**config.mk**
```make
export PLATFORM = sky130hd
export DESIGN_NAME = execute
export DESIGN_NICKNAME = d
export VERILOG_FILES = /design/src/verilog/procPkg.sv /design/src/verilog/execute.sv
export SDC_FILE = /design/constraint.sdc
export NUM_CORES = 1
export LEC_CHECK = 0
export ABC_AREA = 1
export CAP_MARGIN = 20
export CORE_ASPECT_RATIO = 0.7
export CORE_UTILIZATION = 38
export DETAILED_ROUTE_END_ITERATION = 12
export DONT_BUFFER_PORTS = 1
export PLACE_DENSITY = 0.6
export SLEW_MARGIN = 30
export SYNTH_ARGS = -nofsm -noshare
export SYNTH_HDL_FRONTEND = slang
export SYNTH_SLANG_ARGS = --single-unit
```
**constraint.sdc**
```tcl
create_clock -name clk -period 6.7 [get_ports clk]
set_input_delay 0.67 -clock clk [delete_from_list [all_inputs] [get_ports clk]]
set_output_delay 0.67 -clock clk [all_outputs]
set_load 0.03 [all_outputs]
```
**src/verilog/procPkg.sv**
```systemverilog
/*
 * Shared processor types: word, register index, funct code
 * Opcode and ALU operation enums, instruction field positions,
 * forwarding select codes
 */
`default_nettype none

package procPkg;

    typedef logic [15:0] word_t;
    typedef logic [2:0] regIdx_t;
    typedef logic [1:0] funct_t;

    // Anything not listed traps as illegal
    typedef enum logic [4:0] {
        OP_HALT  = 5'd0,
        OP_J     = 5'd4,
        OP_ADDI  = 5'd8,
        OP_BEQZ  = 5'd12,
        OP_BNEZ  = 5'd13,
        OP_LD    = 5'd16,
        OP_ST    = 5'd17,
        OP_RTYPE = 5'd27
    } opcode_e;

    typedef enum logic [1:0] {
        ALU_ADD,
        ALU_SUB,
        ALU_XOR,
        ALU_AND
    } aluOp_e;

    // R-type function codes
    localparam funct_t FUNCT_ADD = 2'd0;
    localparam funct_t FUNCT_SUB = 2'd1;
    localparam funct_t FUNCT_XOR = 2'd2;
    localparam funct_t FUNCT_AND = 2'd3;

    // Field positions
    localparam int OPC_MSB    = 15;
    localparam int OPC_LSB    = 11;
    localparam int RS_MSB     = 10;
    localparam int RS_LSB     = 8;
    localparam int RT_MSB     = 7;
    localparam int RT_LSB     = 5;
    localparam int RDR_MSB    = 4;
    localparam int RDR_LSB    = 2;
    localparam int FUNCT_MSB  = 1;
    localparam int FUNCT_LSB  = 0;
    localparam int IMM5_MSB   = 4;
    localparam int IMM8_MSB   = 7;
    localparam int DISP11_MSB = 10;

    // Operand source selects into execute
    localparam logic [1:0] FWD_REG   = 2'd0;
    localparam logic [1:0] FWD_EXMEM = 2'd1;
    localparam logic [1:0] FWD_MEMWB = 2'd2;

endpackage

`default_nettype wire

```
**src/verilog/execute.sv**
```systemverilog
/*
 * Execute stage: operand forwarding, ALU, branch and jump
 * resolution, EX/MEM register
 */
`timescale 1ns/1ns
`default_nettype none

module execute (
    input wire clk,
    input wire rst,
    input wire procPkg::word_t pcEx,
    input wire procPkg::word_t opA,
    input wire procPkg::word_t opB,
    input wire procPkg::word_t imm,
    input wire procPkg::regIdx_t rdEx,
    input wire procPkg::aluOp_e aluOp,
    input wire useImm,
    input wire isLoad,
    input wire isStore,
    input wire isBranchZ,
    input wire branchOnZero,
    input wire isJump,
    input wire regWriteEx,
    input wire illegalEx,
    input wire haltEx,
    input wire [1:0] fwdA,
    input wire [1:0] fwdB,
    input wire procPkg::word_t wbData,
    output procPkg::word_t aluResMem,
    output procPkg::word_t storeDataMem,
    output procPkg::regIdx_t rdMem,
    output logic regWriteMem,
    output logic isLoadMem,
    output logic isStoreMem,
    output logic illegalMem,
    output logic haltMem,
    output logic redirect,
    output procPkg::word_t targetPc
);

    procPkg::word_t srcA;
    procPkg::word_t srcB;
    procPkg::word_t aluB;
    procPkg::word_t aluRes;
    logic taken;
    logic draining;

    function automatic procPkg::word_t pickOperand(input logic [1:0] sel,
                                                   input procPkg::word_t regVal);
        case (sel)
            procPkg::FWD_EXMEM: return aluResMem;
            procPkg::FWD_MEMWB: return wbData;
            default: return regVal;
        endcase
    endfunction

    assign srcA = pickOperand(fwdA, opA);
    assign srcB = pickOperand(fwdB, opB);
    assign aluB = useImm ? imm : srcB;

    always_comb begin
        case (aluOp)
            procPkg::ALU_SUB: aluRes = srcA - aluB;
            procPkg::ALU_XOR: aluRes = srcA ^ aluB;
            procPkg::ALU_AND: aluRes = srcA & aluB;
            default: aluRes = srcA + aluB;
        endcase
    end

    // pcEx already holds PC + 1
    assign taken = isJump || (isBranchZ && ((srcA == '0) == branchOnZero));
    assign redirect = taken && !draining;
    assign targetPc = pcEx + imm;

    // Everything younger than a halt or trap is squashed
    always_ff @(posedge clk) begin
        if (rst) begin
            draining <= 1'b0;
        end else if (haltEx || illegalEx) begin
            draining <= 1'b1;
        end
    end

    always_ff @(posedge clk) begin
        aluResMem <= aluRes;
        storeDataMem <= srcB;
        rdMem <= rdEx;
        if (rst || draining) begin
            regWriteMem <= 1'b0;
            isLoadMem <= 1'b0;
            isStoreMem <= 1'b0;
            illegalMem <= 1'b0;
            haltMem <= 1'b0;
        end else begin
            regWriteMem <= regWriteEx;
            isLoadMem <= isLoad;
            isStoreMem <= isStore;
            illegalMem <= illegalEx;
            haltMem <= haltEx;
        end
    end

endmodule

`default_nettype wire

```
# Word level (Yosys, flattened, before mapping)
# Index checks and enable logic that the tools add are counted.
# Widths: inputs -> output; s select.
dict set report word_totals {
  mem_count 0
  in_bits 100
  ram_bits 0
  mem_bits_ro 0
  latch_bits 0
  ff_bits 41
  wordCells 33
}
dict set report classes {
  n_shift 0
  mul 0
  n_reduce_logical 7
  order_cmp 0
  eq_ne 8
  mux 4
  addsub 3
  div 0
  bitwise 2
}
# op count
set op_table {}
lappend op_table {{$pmux 16 s2} 2}
lappend op_table {{$pmux 16 s3} 1}
lappend op_table {{$add 16x16->16} 2}
lappend op_table {{$and 16x16->16} 1}
lappend op_table {{$logic_not 16->1} 1}
lappend op_table {{$mux 16} 1}
lappend op_table {{$sub 16x16->16} 1}
lappend op_table {{$xor 16x16->16} 1}
lappend op_table {{$eq 2x2->1 const B} 4}
lappend op_table {{$eq 2x1->1 const B} 3}
lappend op_table {{$logic_or 1x1->1} 3}
lappend op_table {{$logic_and 1x1->1} 2}
lappend op_table {{$eq 1x1->1} 1}
lappend op_table {{$logic_not 1->1} 1}

# Logic depth before layout (Yosys ltp)
# Gate-level depths: netlist (run 1).
dict set report logic_depth {
  word_depth 7
  mapped_depth 27
  ltp_nobuf 26
}

# Worst setup path before layout (run 1)
# Ideal clock, no wire load.
dict set report synth_timing {
  path_kind {input port to flip-flop}
  from {input fwdB[0]}
  to {register aluResMem[15]}
  n_path_buf 1
  setup_slack_ns 3.130
  setup_ns 0.114
  arrival_time_ns 3.457
  path_stages 22
  cell_sequence {inv_1 ha_1 inv_2 buf_2 o211ai_2 nand2_2 inv_1 ha_1 nand4_1 nor2_2 a21oi_1 xor2_1 ha_1 a21o_1 a21boi_0 nand3_1 nand2_1 inv_1 a21oi_1 nand3_1 nand3_1 nand2_1}
}
dict set report synth_between {
  elab_chain_len 5
  elab_cells_between_ends 9
  cone_classes {add/sub: 2; eq/ne: 2; mux: 3; bitwise: 2}
}
# element line
set synth_rtl {}
lappend synth_rtl {{start, declared} execute.sv:27} ;# input wire [1:0] fwdB,
lappend synth_rtl {{$eq 2x2->1 or $eq 2x1->1 (tied branches)} execute.sv:50} ;# case (sel)
lappend synth_rtl {{$pmux 16 s2 *} execute.sv:50}
lappend synth_rtl {{$mux 16 *} execute.sv:59} ;# assign aluB = useImm ? imm : srcB;
lappend synth_rtl {{$add 16x16->16 (tied with other cells)} execute.sv:66} ;# default: aluRes = srcA + aluB;
lappend synth_rtl {{$pmux 16 s3 *} execute.sv:62} ;# case (aluOp)
lappend synth_rtl {{named net aluRes[15]} execute.sv:44} ;# procPkg::word_t aluRes;
lappend synth_rtl {{end signal, assigned} execute.sv:85} ;# aluResMem <= aluRes;
lappend synth_rtl {{end, declared} execute.sv:29} ;# output procPkg::word_t aluResMem,
# The timed path passes the listed nets; every way through them passes the cells marked *.
# A chain may end at the register's enable or synchronous reset.

# Worst setup path after layout (run 1)
# Same ends and word-level chain as after synthesis.

==> impl_metrics.yaml, run 1 <==
synth:
  top_flip_flop_cell_by_instance_count_after_synthesis: "dfxtp_1"
  asyncSetResetFlopFracSynth_pct: 0
  mappedNetlistArea_um2: 4400
  synth_area_per_cell_um2: 6.39
  ys_seq_elements: 41
  syn_nets: 846
  ys_warn_count: 0
  synthDominantAreaCellType: "dfxtp_1"
  yosys.area.top_type_share_pct: 18.7
  synth_cell_type_count: 39
  post_synth_inst_count: 688
  synth.area.top_cells: "dfxtp_1, nand2_1, ha_1"
  synth-edff-count: 0
  ys_seq_area_share_pct: 18.7
sta:
  finalClockSkew_ns: 0.00273
  maxSlewHeadroom_pct: 32.9
  tns_ns: 0
  finalHoldViolCount: 0
  timing.final.crit_share_pct: 59.4
  finalCriticalPeriod_ns: 3.98
  worst-slew-pin-transition_ns: 0.997
  max_freq_mhz: 251
  timing_max_transition_violations_final: 0
  rsz0062_at_grt: "no"
  setup_viol_count_final: 0
layout:
  final_cell_mix: "nand2_1, inv_1, nand3_1, ha_1"
  post_layout_cell_count: 829
  design.final.nets: 833
  layout_commonest_cell: "nand2_1"
  post_route_cells_drive_above_1_share_pct: 5.92
  fillerInstances: 1258
  final_core_util_pct: 41.7
  synthToLayoutAreaGrowth_pct: 5.63
  ant_cells: 0
floorplan:
  floorplan.initialDensity_pct: 39.5
  die-area_um2: 12000
  rows: 32
  coreArea_um2: 11100
  die_w_um: 131
  num_io_pins: 157
  die_height_um: 92.0
drt:
  drtPass1Iterations: 4
  wire_per_inst_um: 17.0
  detailedRoute.firstIterationViolations: 261
  routed_wl_mm: 14.1
  avgViaCountPerCell: 5.35
  postRouteAntennaNets: 0
  drc: 0
  detailroute.via_count: 4433
pwr:
  max-vdd-ir-drop_mv: 0.137
  leakagePower_uw: 0.00244
  power-per-cell-area_nw_per_um2: 272
  p_total_uw: 1260
setup_path:
  crit_path_end_kind: "flip-flop"
  worst_r2r_endpoint: "aluResMem[10]$_DFF_P_"
  crit_arrival_ns: 4.17
  timing_worst_setup_path_type: "input port to flip-flop"
  r2r-start: "aluResMem[0]$_DFF_P_"
  r2r_setup_slack_ns: 3.27
  timing.critical_path.from_type: "input port"
  crit_path_max_fanout: 20
  worst_r2r_path_depth: 20
  critical_path_required_ns: 6.89
clocking:
  cts.root.buffer_cell: "clkbuf_16"
  ctsHoldBuffers: 0
  cts_buffers: 5
  ctsHtreeMaxLevel: 2
  cts_resized: 0
  clock_latency_ns: 0.29
  cts_post_setup_buffers_inserted: 0
  tritoncts_num_sinks: 41
  ctsLongestPathBuffers: 2
  tritoncts: "built"
  clk_transition_reported_paths_ns: 0.07
worst_hold_path:
  hold_path_depth: 0
  hold_path.class: "input port to flip-flop"
  hp-start: "rdEx[0]"
  whs_endpoint: "rdMem[0]$_DFF_P_"
run:
  max_cap_viol_count: 0
global_route:
  globalRoute.totalOverflow: 0
  via_count_of_the_first_global_routing_pass: 4288
  wire_length_of_the_first_global_routing_pass_mm: 21.7
  grt_max_degree: 33
  grt_usage_pct: 23.7
  initial_antenna_violation_count: 0
place:
  dpl.hpwl_mm: 11.7
  io_buffers: 0
  final_weighted_congestion_of_routability_driven_global_placement: 0.897
  dp.cells: 821
outcome:
  result_of_the_run: "complete, no violations"
power by group:
part           switching [uW]  internal [uW]
sequential                149            294
clock                     114            177
combinational             354            176
total                     616            647
how the worst max path moves through the flow:
stage,start,end,slack (ns),cells after the start
2_1_floorplan,fwdB[0],aluResMem[15]$_DFF_P_,3.13,22
3_3_place_gp,fwdB[0],aluResMem[15]$_DFF_P_,2.64,23
3_5_place_dp,fwdB[0],aluResMem[15]$_DFF_P_,2.48,23
4_1_cts,fwdB[0],aluResMem[15]$_DFF_P_,2.76,23
5_1_grt,fwdB[0],aluResMem[15]$_DFF_P_,2.39,24
6_report,fwdB[0],aluResMem[15]$_DFF_P_,2.72,23
sequential cells by signal (all words and copies together) (netlist names):
| register | cells |
|---|---|
| aluResMem | 16 |
| storeDataMem | 16 |
| rdMem | 3 |
| draining | 1 |
| haltMem | 1 |
| illegalMem | 1 |
| isLoadMem | 1 |
| isStoreMem | 1 |
| regWriteMem | 1 |
through the flow:
step                      setup WS [ns]  hold WS (ns)  instance area [um2]
after global routing               2.39         0.387                 4640
after CTS                          2.76         0.395                 4640
final                              2.72         0.399                 4640
after floorplan                    3.13         0.486                 4400
after global placement             2.64         0.516                 4470
after detailed placement           2.48         0.545                 4470
cell usage after synthesis (3+ instances only):
| cell type | count |
|---|---|
| o21ai_1 | 5 |
| nand2_2 | 11 |
| nor2_1 | 21 |
| ha_1 | 56 |
| xor2_1 | 25 |
| inv_1 | 77 |
| o211ai_1 | 3 |
| nand4_1 | 8 |
| nor3_1 | 4 |
| nand2_1 | 206 |
| inv_2 | 4 |
| dfxtp_1 | 41 |
| nand3b_1 | 3 |
| or2_2 | 6 |
| or2_0 | 4 |
| a21boi_0 | 3 |
| nand3_1 | 75 |
| or2_1 | 10 |
| a21o_1 | 3 |
| o21ai_0 | 38 |
| clkbuf_1 | 8 |
| a21oi_1 | 41 |
| buf_6 | 4 |
| xnor2_1 | 5 |
| buf_2 | 8 |
logic make-up after synthesis:
group / count (synthesis) / synth area share, %
buf+inv: 104 / 10.3
flops: 41 / 18.7
compound gates: 103 / 13.0
xor+xnor: 30 / 5.98
simple gates: 352 / 35.2
fa+ha+maj: 58 / 16.8
worst max-delay path, cell delays in order:
cell and delay, ns:
inv_1 0.02, ha_1 0.28, buf_4 0.19, inv_2 0.27, nand3_1 0.16, o211ai_2 0.09
nand2_2 0.12, inv_1 0.08, ha_1 0.19, nand4_1 0.14, nor2_2 0.21, a21oi_1 0.12
xor2_1 0.17, ha_1 0.33, a21o_1 0.20, a21boi_0 0.18, nand3_1 0.18, nand2_1 0.09
inv_1 0.06, a21oi_1 0.16, nand3_1 0.10, nand3_1 0.08, nand2_1 0.05
layer usage:
metal | track usage [%] | part of all wire [%] | vias up
met5 | 0 | 0 | -
met4 | 4.31 | 0.91 | 0
met3 | 5.83 | 8.2 | 10
met2 | 37.7 | 43 | 178
met1 | 32.4 | 48 | 2029
li1 | - | - | 2216
area by class of cell:
type,instances,area (um2),share of cell area [%]
timing repair buffer,2,15.0,0.323
clock inverter,3,46.3,0.997
multi-input combinational,543,3120,67.3
tap,153,191,4.12
inverter,82,322,6.92
sequential,41,821,17.7
clock buffer,5,125,2.69
(Power assumes the default switching activity.)
==> inputs of run 2 (changes only) <==
--- a/config.mk
+++ b/config.mk
@@ -11,7 +11,7 @@
 export CORE_UTILIZATION = 38
 export DETAILED_ROUTE_END_ITERATION = 12
 export DONT_BUFFER_PORTS = 1
-export PLACE_DENSITY = 0.6
+export PLACE_DENSITY = 0.62
 export SLEW_MARGIN = 30
 export SYNTH_ARGS = -nofsm -noshare
 export SYNTH_HDL_FRONTEND = slang
==> constraint.sdc (replaced) <==
create_clock -name clk -period 3.3 [get_ports clk]
set_input_delay 0.33 -clock clk [delete_from_list [all_inputs] [get_ports clk]]
set_output_delay 0.33 -clock clk [all_outputs]
set_load 0.03 [all_outputs]
==> run 2 against run 1 <==
Against the previous run: sequential power rose by 78%; core utilization rose by 3.5 points; via count rose by 3.9%; combinational power rose to 2.5 times the previous value; worst hold slack got worse by 0.34 ns; first-iteration DRC count fell by 2.3%; critical endpoint unchanged.
==> impl_metrics.yaml, run 2 (synthesized netlist as in run 1, its figures left out) <==
outcome:
  result_of_the_run: "complete, no violations"
clocking:
  clock_latency_ns: 0.30
  cts.root.buffer_cell: "clkbuf_16"
  clk_transition_reported_paths_ns: 0.07
  ctsHtreeMaxLevel: 2
  tritoncts: "built"
  tritoncts_num_sinks: 41
  cts_buffers: 5
  ctsLongestPathBuffers: 2
layout:
  final_core_util_pct: 45.2
  final-seq-area_um2: 821
  largestRegisters: "aluResMem (16), storeDataMem (16), rdMem (3)"
  post_route_cells_drive_above_1_share_pct: 12.8
  post_layout_cell_count: 877
  stdcell_area_um2: 5030
  ant_cells: 0
  design.final.nets: 881
  final_cell_mix: "nand2_1, inv_1, nand3_1, ha_1, buf_4"
  synthToLayoutAreaGrowth_pct: 14.5
  multi_input_comb_area_um2: 3140
  layout_commonest_cell: "nand2_1"
  fillerInstances: 1191
setup_path:
  crit_buf_inv: 3
  path_cells: "inv_1, ha_2, buf_4, nand2_1, nand3_1, nand2_2, ha_1, nand4_1, nor2_4, a21oi_1, xor2_1, ha_1, a21o_1, a21boi_1, nand3_1, nand2_1, inv_1, a21oi_1, nand3_1, nand3_1, nand2_1"
  crit_path_max_fanout: 7
  timing.critical_path.from_type: "input port"
  crit_path_end_kind: "flip-flop"
  critical_path.slowest_cell: "ha_1"
  crit_arrival_ns: 3.22
  timing_worst_setup_path_type: "input port to flip-flop"
  critical_path_required_ns: 3.50
  timing.critical_path.max_delay_family: "simple AND/OR/NAND/NOR gates"
  critical-path-max-stage-delay_ns: 0.35
  timing.critical_path.mode_cell: "nand3_1"
drt:
  wire_per_inst_um: 16.3
  drtPass1Iterations: 5
  drc: 0
  postRouteAntennaNets: 0
  detailroute.via_count: 4607
  detailedRoute.firstIterationViolations: 255
  routed_wl_mm: 14.3
  avgViaCountPerCell: 5.25
floorplan:
  die_height_um: 92.0
  floorplan.initialDensity_pct: 39.5
  coreArea_um2: 11100
  num_io_pins: 157
  die_w_um: 131
  die-area_um2: 12000
  rows: 32
global_route:
  grt_max_degree: 30
  wire_length_of_the_first_global_routing_pass_mm: 22.4
  via_count_of_the_first_global_routing_pass: 4603
  grt_usage_pct: 24.2
  globalRoute.totalOverflow: 0
  initial_antenna_violation_count: 0
sta:
  timing.final.crit_share_pct: 91.5
  finalClockSkew_ns: 0.0134
  timing.hold.ws_ns: 0.0574
  tns_ns: 0
  worst-slew-pin-transition_ns: 0.937
  finalHoldViolCount: 0
  finalCriticalPeriod_ns: 3.02
  setup_viol_count_final: 0
  rsz0062_at_grt: "yes"
  max_freq_mhz: 331
  maxSlewHeadroom_pct: 37.3
  timing_max_transition_violations_final: 0
worst_hold_path:
  hold_path.class: "input port to flip-flop"
place:
  dpl-instance-area_um2: 4840
  final_weighted_congestion_of_routability_driven_global_placement: 0.897
  dpl.hpwl_mm: 11.9
  dp.cells: 868
  io_buffers: 0
pwr:
  power-per-cell-area_nw_per_um2: 542
  max-vdd-ir-drop_mv: 0.240
  leakagePower_uw: 0.00268
run:
  max_cap_viol_count: 0
run 2: metrics by stage:
step | power, uW | setup WS (ns)
after floorplan | 1720 | 0.0699
after global placement | 2110 | 0.0402
after detailed placement | 2120 | -0.0747
after CTS | 2720 | 0.219
after global routing | 2920 | -0.0108
final | 2730 | 0.281
run 2: power by group:
group | internal [uW] | switching (uW) | total (uW)
logic | 498 | 855 | 1350
registers | 598 | 192 | 790
clock network | 359 | 227 | 586
total | 1450 | 1270 | 2730
run 2: timing repair:
| action | 4_1_cts | 5_1_grt |
|---|---|---|
| hold buffers | 0 | 0 |
| gates resized for setup | 0 | 8 |
| setup buffers | 0 | 1 |
| endpoints found under the setup margin | 0 | 6 |
run 2: path summary, 6_finish.rpt:
check / startpoint / end / slack [ns] / cells after the start
worst max-delay path: fwdB[0] / aluResMem[15]$_DFF_P_ / 0.28 / 21
worst min register to register: draining$_SDFFE_PP0P_ / draining$_SDFFE_PP0P_ / 0.55 / 2
worst max register to register: aluResMem[6]$_DFF_P_ / aluResMem[15]$_DFF_P_ / 0.37 / 21
worst min-delay path: rdEx[2] / rdMem[2]$_DFF_P_ / 0.06 / 0
run 2: cell type report:
type | instances | share of cell area [%]
Clock buffer | 5 | 2.49
Clock inverter | 3 | 0.870
Inverter | 82 | 6.44
Multi-Input combinational cell | 543 | 62.4
Sequential cell | 41 | 16.3
Tap cell | 153 | 3.80
Timing Repair Buffer | 50 | 7.71
run 2: metal layers:
layer / track usage, % / wire (um)
met4: 5.56 / 204
met3: 6.07 / 1180
met2: 41.1 / 6460
met1: 30.6 / 6480
met5: 0 / 0
==> inputs of run 3 (changes only) <==
--- a/config.mk
+++ b/config.mk
@@ -6,12 +6,12 @@
 export NUM_CORES = 1
 export LEC_CHECK = 0
 export ABC_AREA = 1
+export BUFFER_PORTS_ARGS = -buffer_cell sky130_fd_sc_hd__buf_2
 export CAP_MARGIN = 20
 export CORE_ASPECT_RATIO = 0.7
 export CORE_UTILIZATION = 38
 export DETAILED_ROUTE_END_ITERATION = 12
-export DONT_BUFFER_PORTS = 1
-export PLACE_DENSITY = 0.62
+export PLACE_DENSITY = 0.74
 export SLEW_MARGIN = 30
 export SYNTH_ARGS = -nofsm -noshare
 export SYNTH_HDL_FRONTEND = slang
==> run 3 against run 2 <==
Against the previous run: count of clock-buffer cells in the layout increased by 1; die area unchanged; final cell count increased by 18%; via count increased by 11%; worst hold slack improved by 0.089 ns; worst setup slack got worse by 0.051 ns; combinational power increased by 21%; sequential power decreased by 14%; critical path type unchanged; largest cell class unchanged; largest power group unchanged.
==> impl_metrics.yaml, run 3 (synthesized netlist as in run 1, its figures left out) <==
clocking:
  cts.root.buffer_cell: "clkbuf_16"
  ctsHoldBuffers: 0
  clk_transition_reported_paths_ns: 0.07
  clock_latency_ns: 0.29
  cts_buffers: 5
  ctsLongestPathBuffers: 2
  tritoncts_num_sinks: 41
  ctsHtreeMaxLevel: 2
  tritoncts: "built"
setup_path:
  cp_num_cells: 23
  crit_arrival_ns: 3.25
  timing.critical_path.max_delay_family: "simple AND/OR/NAND/NOR gates"
  timing_worst_setup_path_type: "input port to flip-flop"
  critical-path-max-stage-delay_ns: 0.28
  crit_buf_inv: 6
  worst_r2r_path_depth: 20
  crit_path_max_fanout: 6
  crit_path_end_kind: "flip-flop"
  timing.critical_path.from_type: "input port"
  critical_path_required_ns: 3.48
  path_cells: "buf_2, inv_1, ha_4, buf_4, nand2_1, nand3_1, nand2_1, ha_2, nand4_1, nor2_2, buf_4, buf_4, nand3_1, nand2_1, xor2_1, ha_1, inv_1, o31ai_1, a21oi_1, nand2_1, or2_2, nand3_1, nand3_1"
  critical_path.slowest_cell: "ha_1"
place:
  final_weighted_congestion_of_routability_driven_global_placement: 0.997
  dp_slack_ns: -0.121
  dp.cells: 1022
  io_buffers: 156
  dpl.hpwl_mm: 11.7
sta:
  finalCriticalPeriod_ns: 3.07
  worst-slew-pin-transition_ns: 0.528
  finalClockSkew_ns: 0.00808
  postLayoutSetupSlackWorst_ns: 0.229
  timing.final.crit_share_pct: 93.1
  max_freq_mhz: 326
  finalHoldViolCount: 0
  timing_max_transition_violations_final: 0
  setup_viol_count_final: 0
  maxSlewHeadroom_pct: 64.5
layout:
  largestRegisters: "aluResMem (16), storeDataMem (16), rdMem (3)"
  final_core_util_pct: 52.5
  final_cell_mix: "nand2_1, buf_2, inv_1, nand3_1, ha_1"
  post_layout_cell_count: 1032
  synthToLayoutAreaGrowth_pct: 33.0
  post_route_cells_drive_above_1_share_pct: 28.4
  ant_cells: 0
  layout_commonest_cell: "nand2_1"
  design.final.nets: 1036
drt:
  avgViaCountPerCell: 4.94
  detailroute.via_count: 5100
  routed_wl_mm: 14.1
  detailedRoute.firstIterationViolations: 395
  drc: 0
  wire_per_inst_um: 13.6
  drtPass1Iterations: 5
  postRouteAntennaNets: 0
pwr:
  leakagePower_uw: 0.00331
  max-vdd-ir-drop_mv: 0.303
  power-per-cell-area_nw_per_um2: 499
global_route:
  wire_length_of_the_first_global_routing_pass_mm: 22.0
  globalRoute.totalOverflow: 0
  initial_antenna_violation_count: 0
  via_count_of_the_first_global_routing_pass: 4627
  grt_usage_pct: 23.5
  grt_max_degree: 29
floorplan:
  coreArea_um2: 11100
  rows: 32
  die_w_um: 131
  num_io_pins: 157
  die-area_um2: 12000
  die_height_um: 92.0
  floorplan.initialDensity_pct: 39.5
run:
  max_cap_viol_count: 0
worst_hold_path:
  hold_path_depth: 1
  hold_path.class: "input port to flip-flop"
outcome:
  result_of_the_run: "complete, no violations"
[run 3: cell types whose count changed in the layout (fill, tap and decap cells not counted), sizes merged]
| cell | before | now |
|---|---|---|
| clkinv | 1 | 0 |
| buf | 50 | 205 |
| clkbuf | 5 | 6 |
| clkinvlp | 0 | 1 |
| inv | 82 | 81 |
[run 3: timing repair]
action	in CTS	in global routing
gates resized for setup	0	8
setup endpoints to repair	0	6
buffers inserted	0	2
endpoints found under the hold margin	0	0
[run 3: stage by stage]
stage                     hold slack, ns  instance area (um2)  total power (uW)  setup TNS, ns
after floorplan                    0.358                 4400              1720              0
after global placement             0.434                 5620              2270        -0.0558
after detailed placement           0.437                 5620              2280         -0.372
after CTS                          0.139                 5790              2890              0
after global routing               0.137                 5850              3110        -0.0751
final                              0.146                 5850              2910              0
[run 3: power by group]
part           total, uW  switching, uW  internal (uW)
Sequential           681           84.1            597
Clock                592            214            378
Combinational       1640           1020            617
[run 3: metal layers]
layer	up-vias	GRT usage, %	wire [um]
met1	2270	31.9	6730
met2	194	37.6	5930
li1	2620	-	-
met4	0	4.02	134
met3	16	5.83	1300
met5	-	0	0
[run 3: cell type report]
cell class	instances	area (um2)
flip-flops and latches	41	821
inverters	82	322
clock buffers	6	139
fillers	1146	5290
repair buffers	205	1170
multi-input cells	543	3160
well taps	153	191
clock inverters	2	37.5
[run 3: path summary, 6_finish.rpt]
check	from	to	slack, ns
max reg2reg	aluResMem[1]$_DFF_P_	aluResMem[10]$_DFF_P_	0.35
max	fwdB[0]	aluResMem[14]$_DFF_P_	0.23
min reg2reg	draining$_SDFFE_PP0P_	draining$_SDFFE_PP0P_	0.52
min	rdEx[0]	rdMem[0]$_DFF_P_	0.15
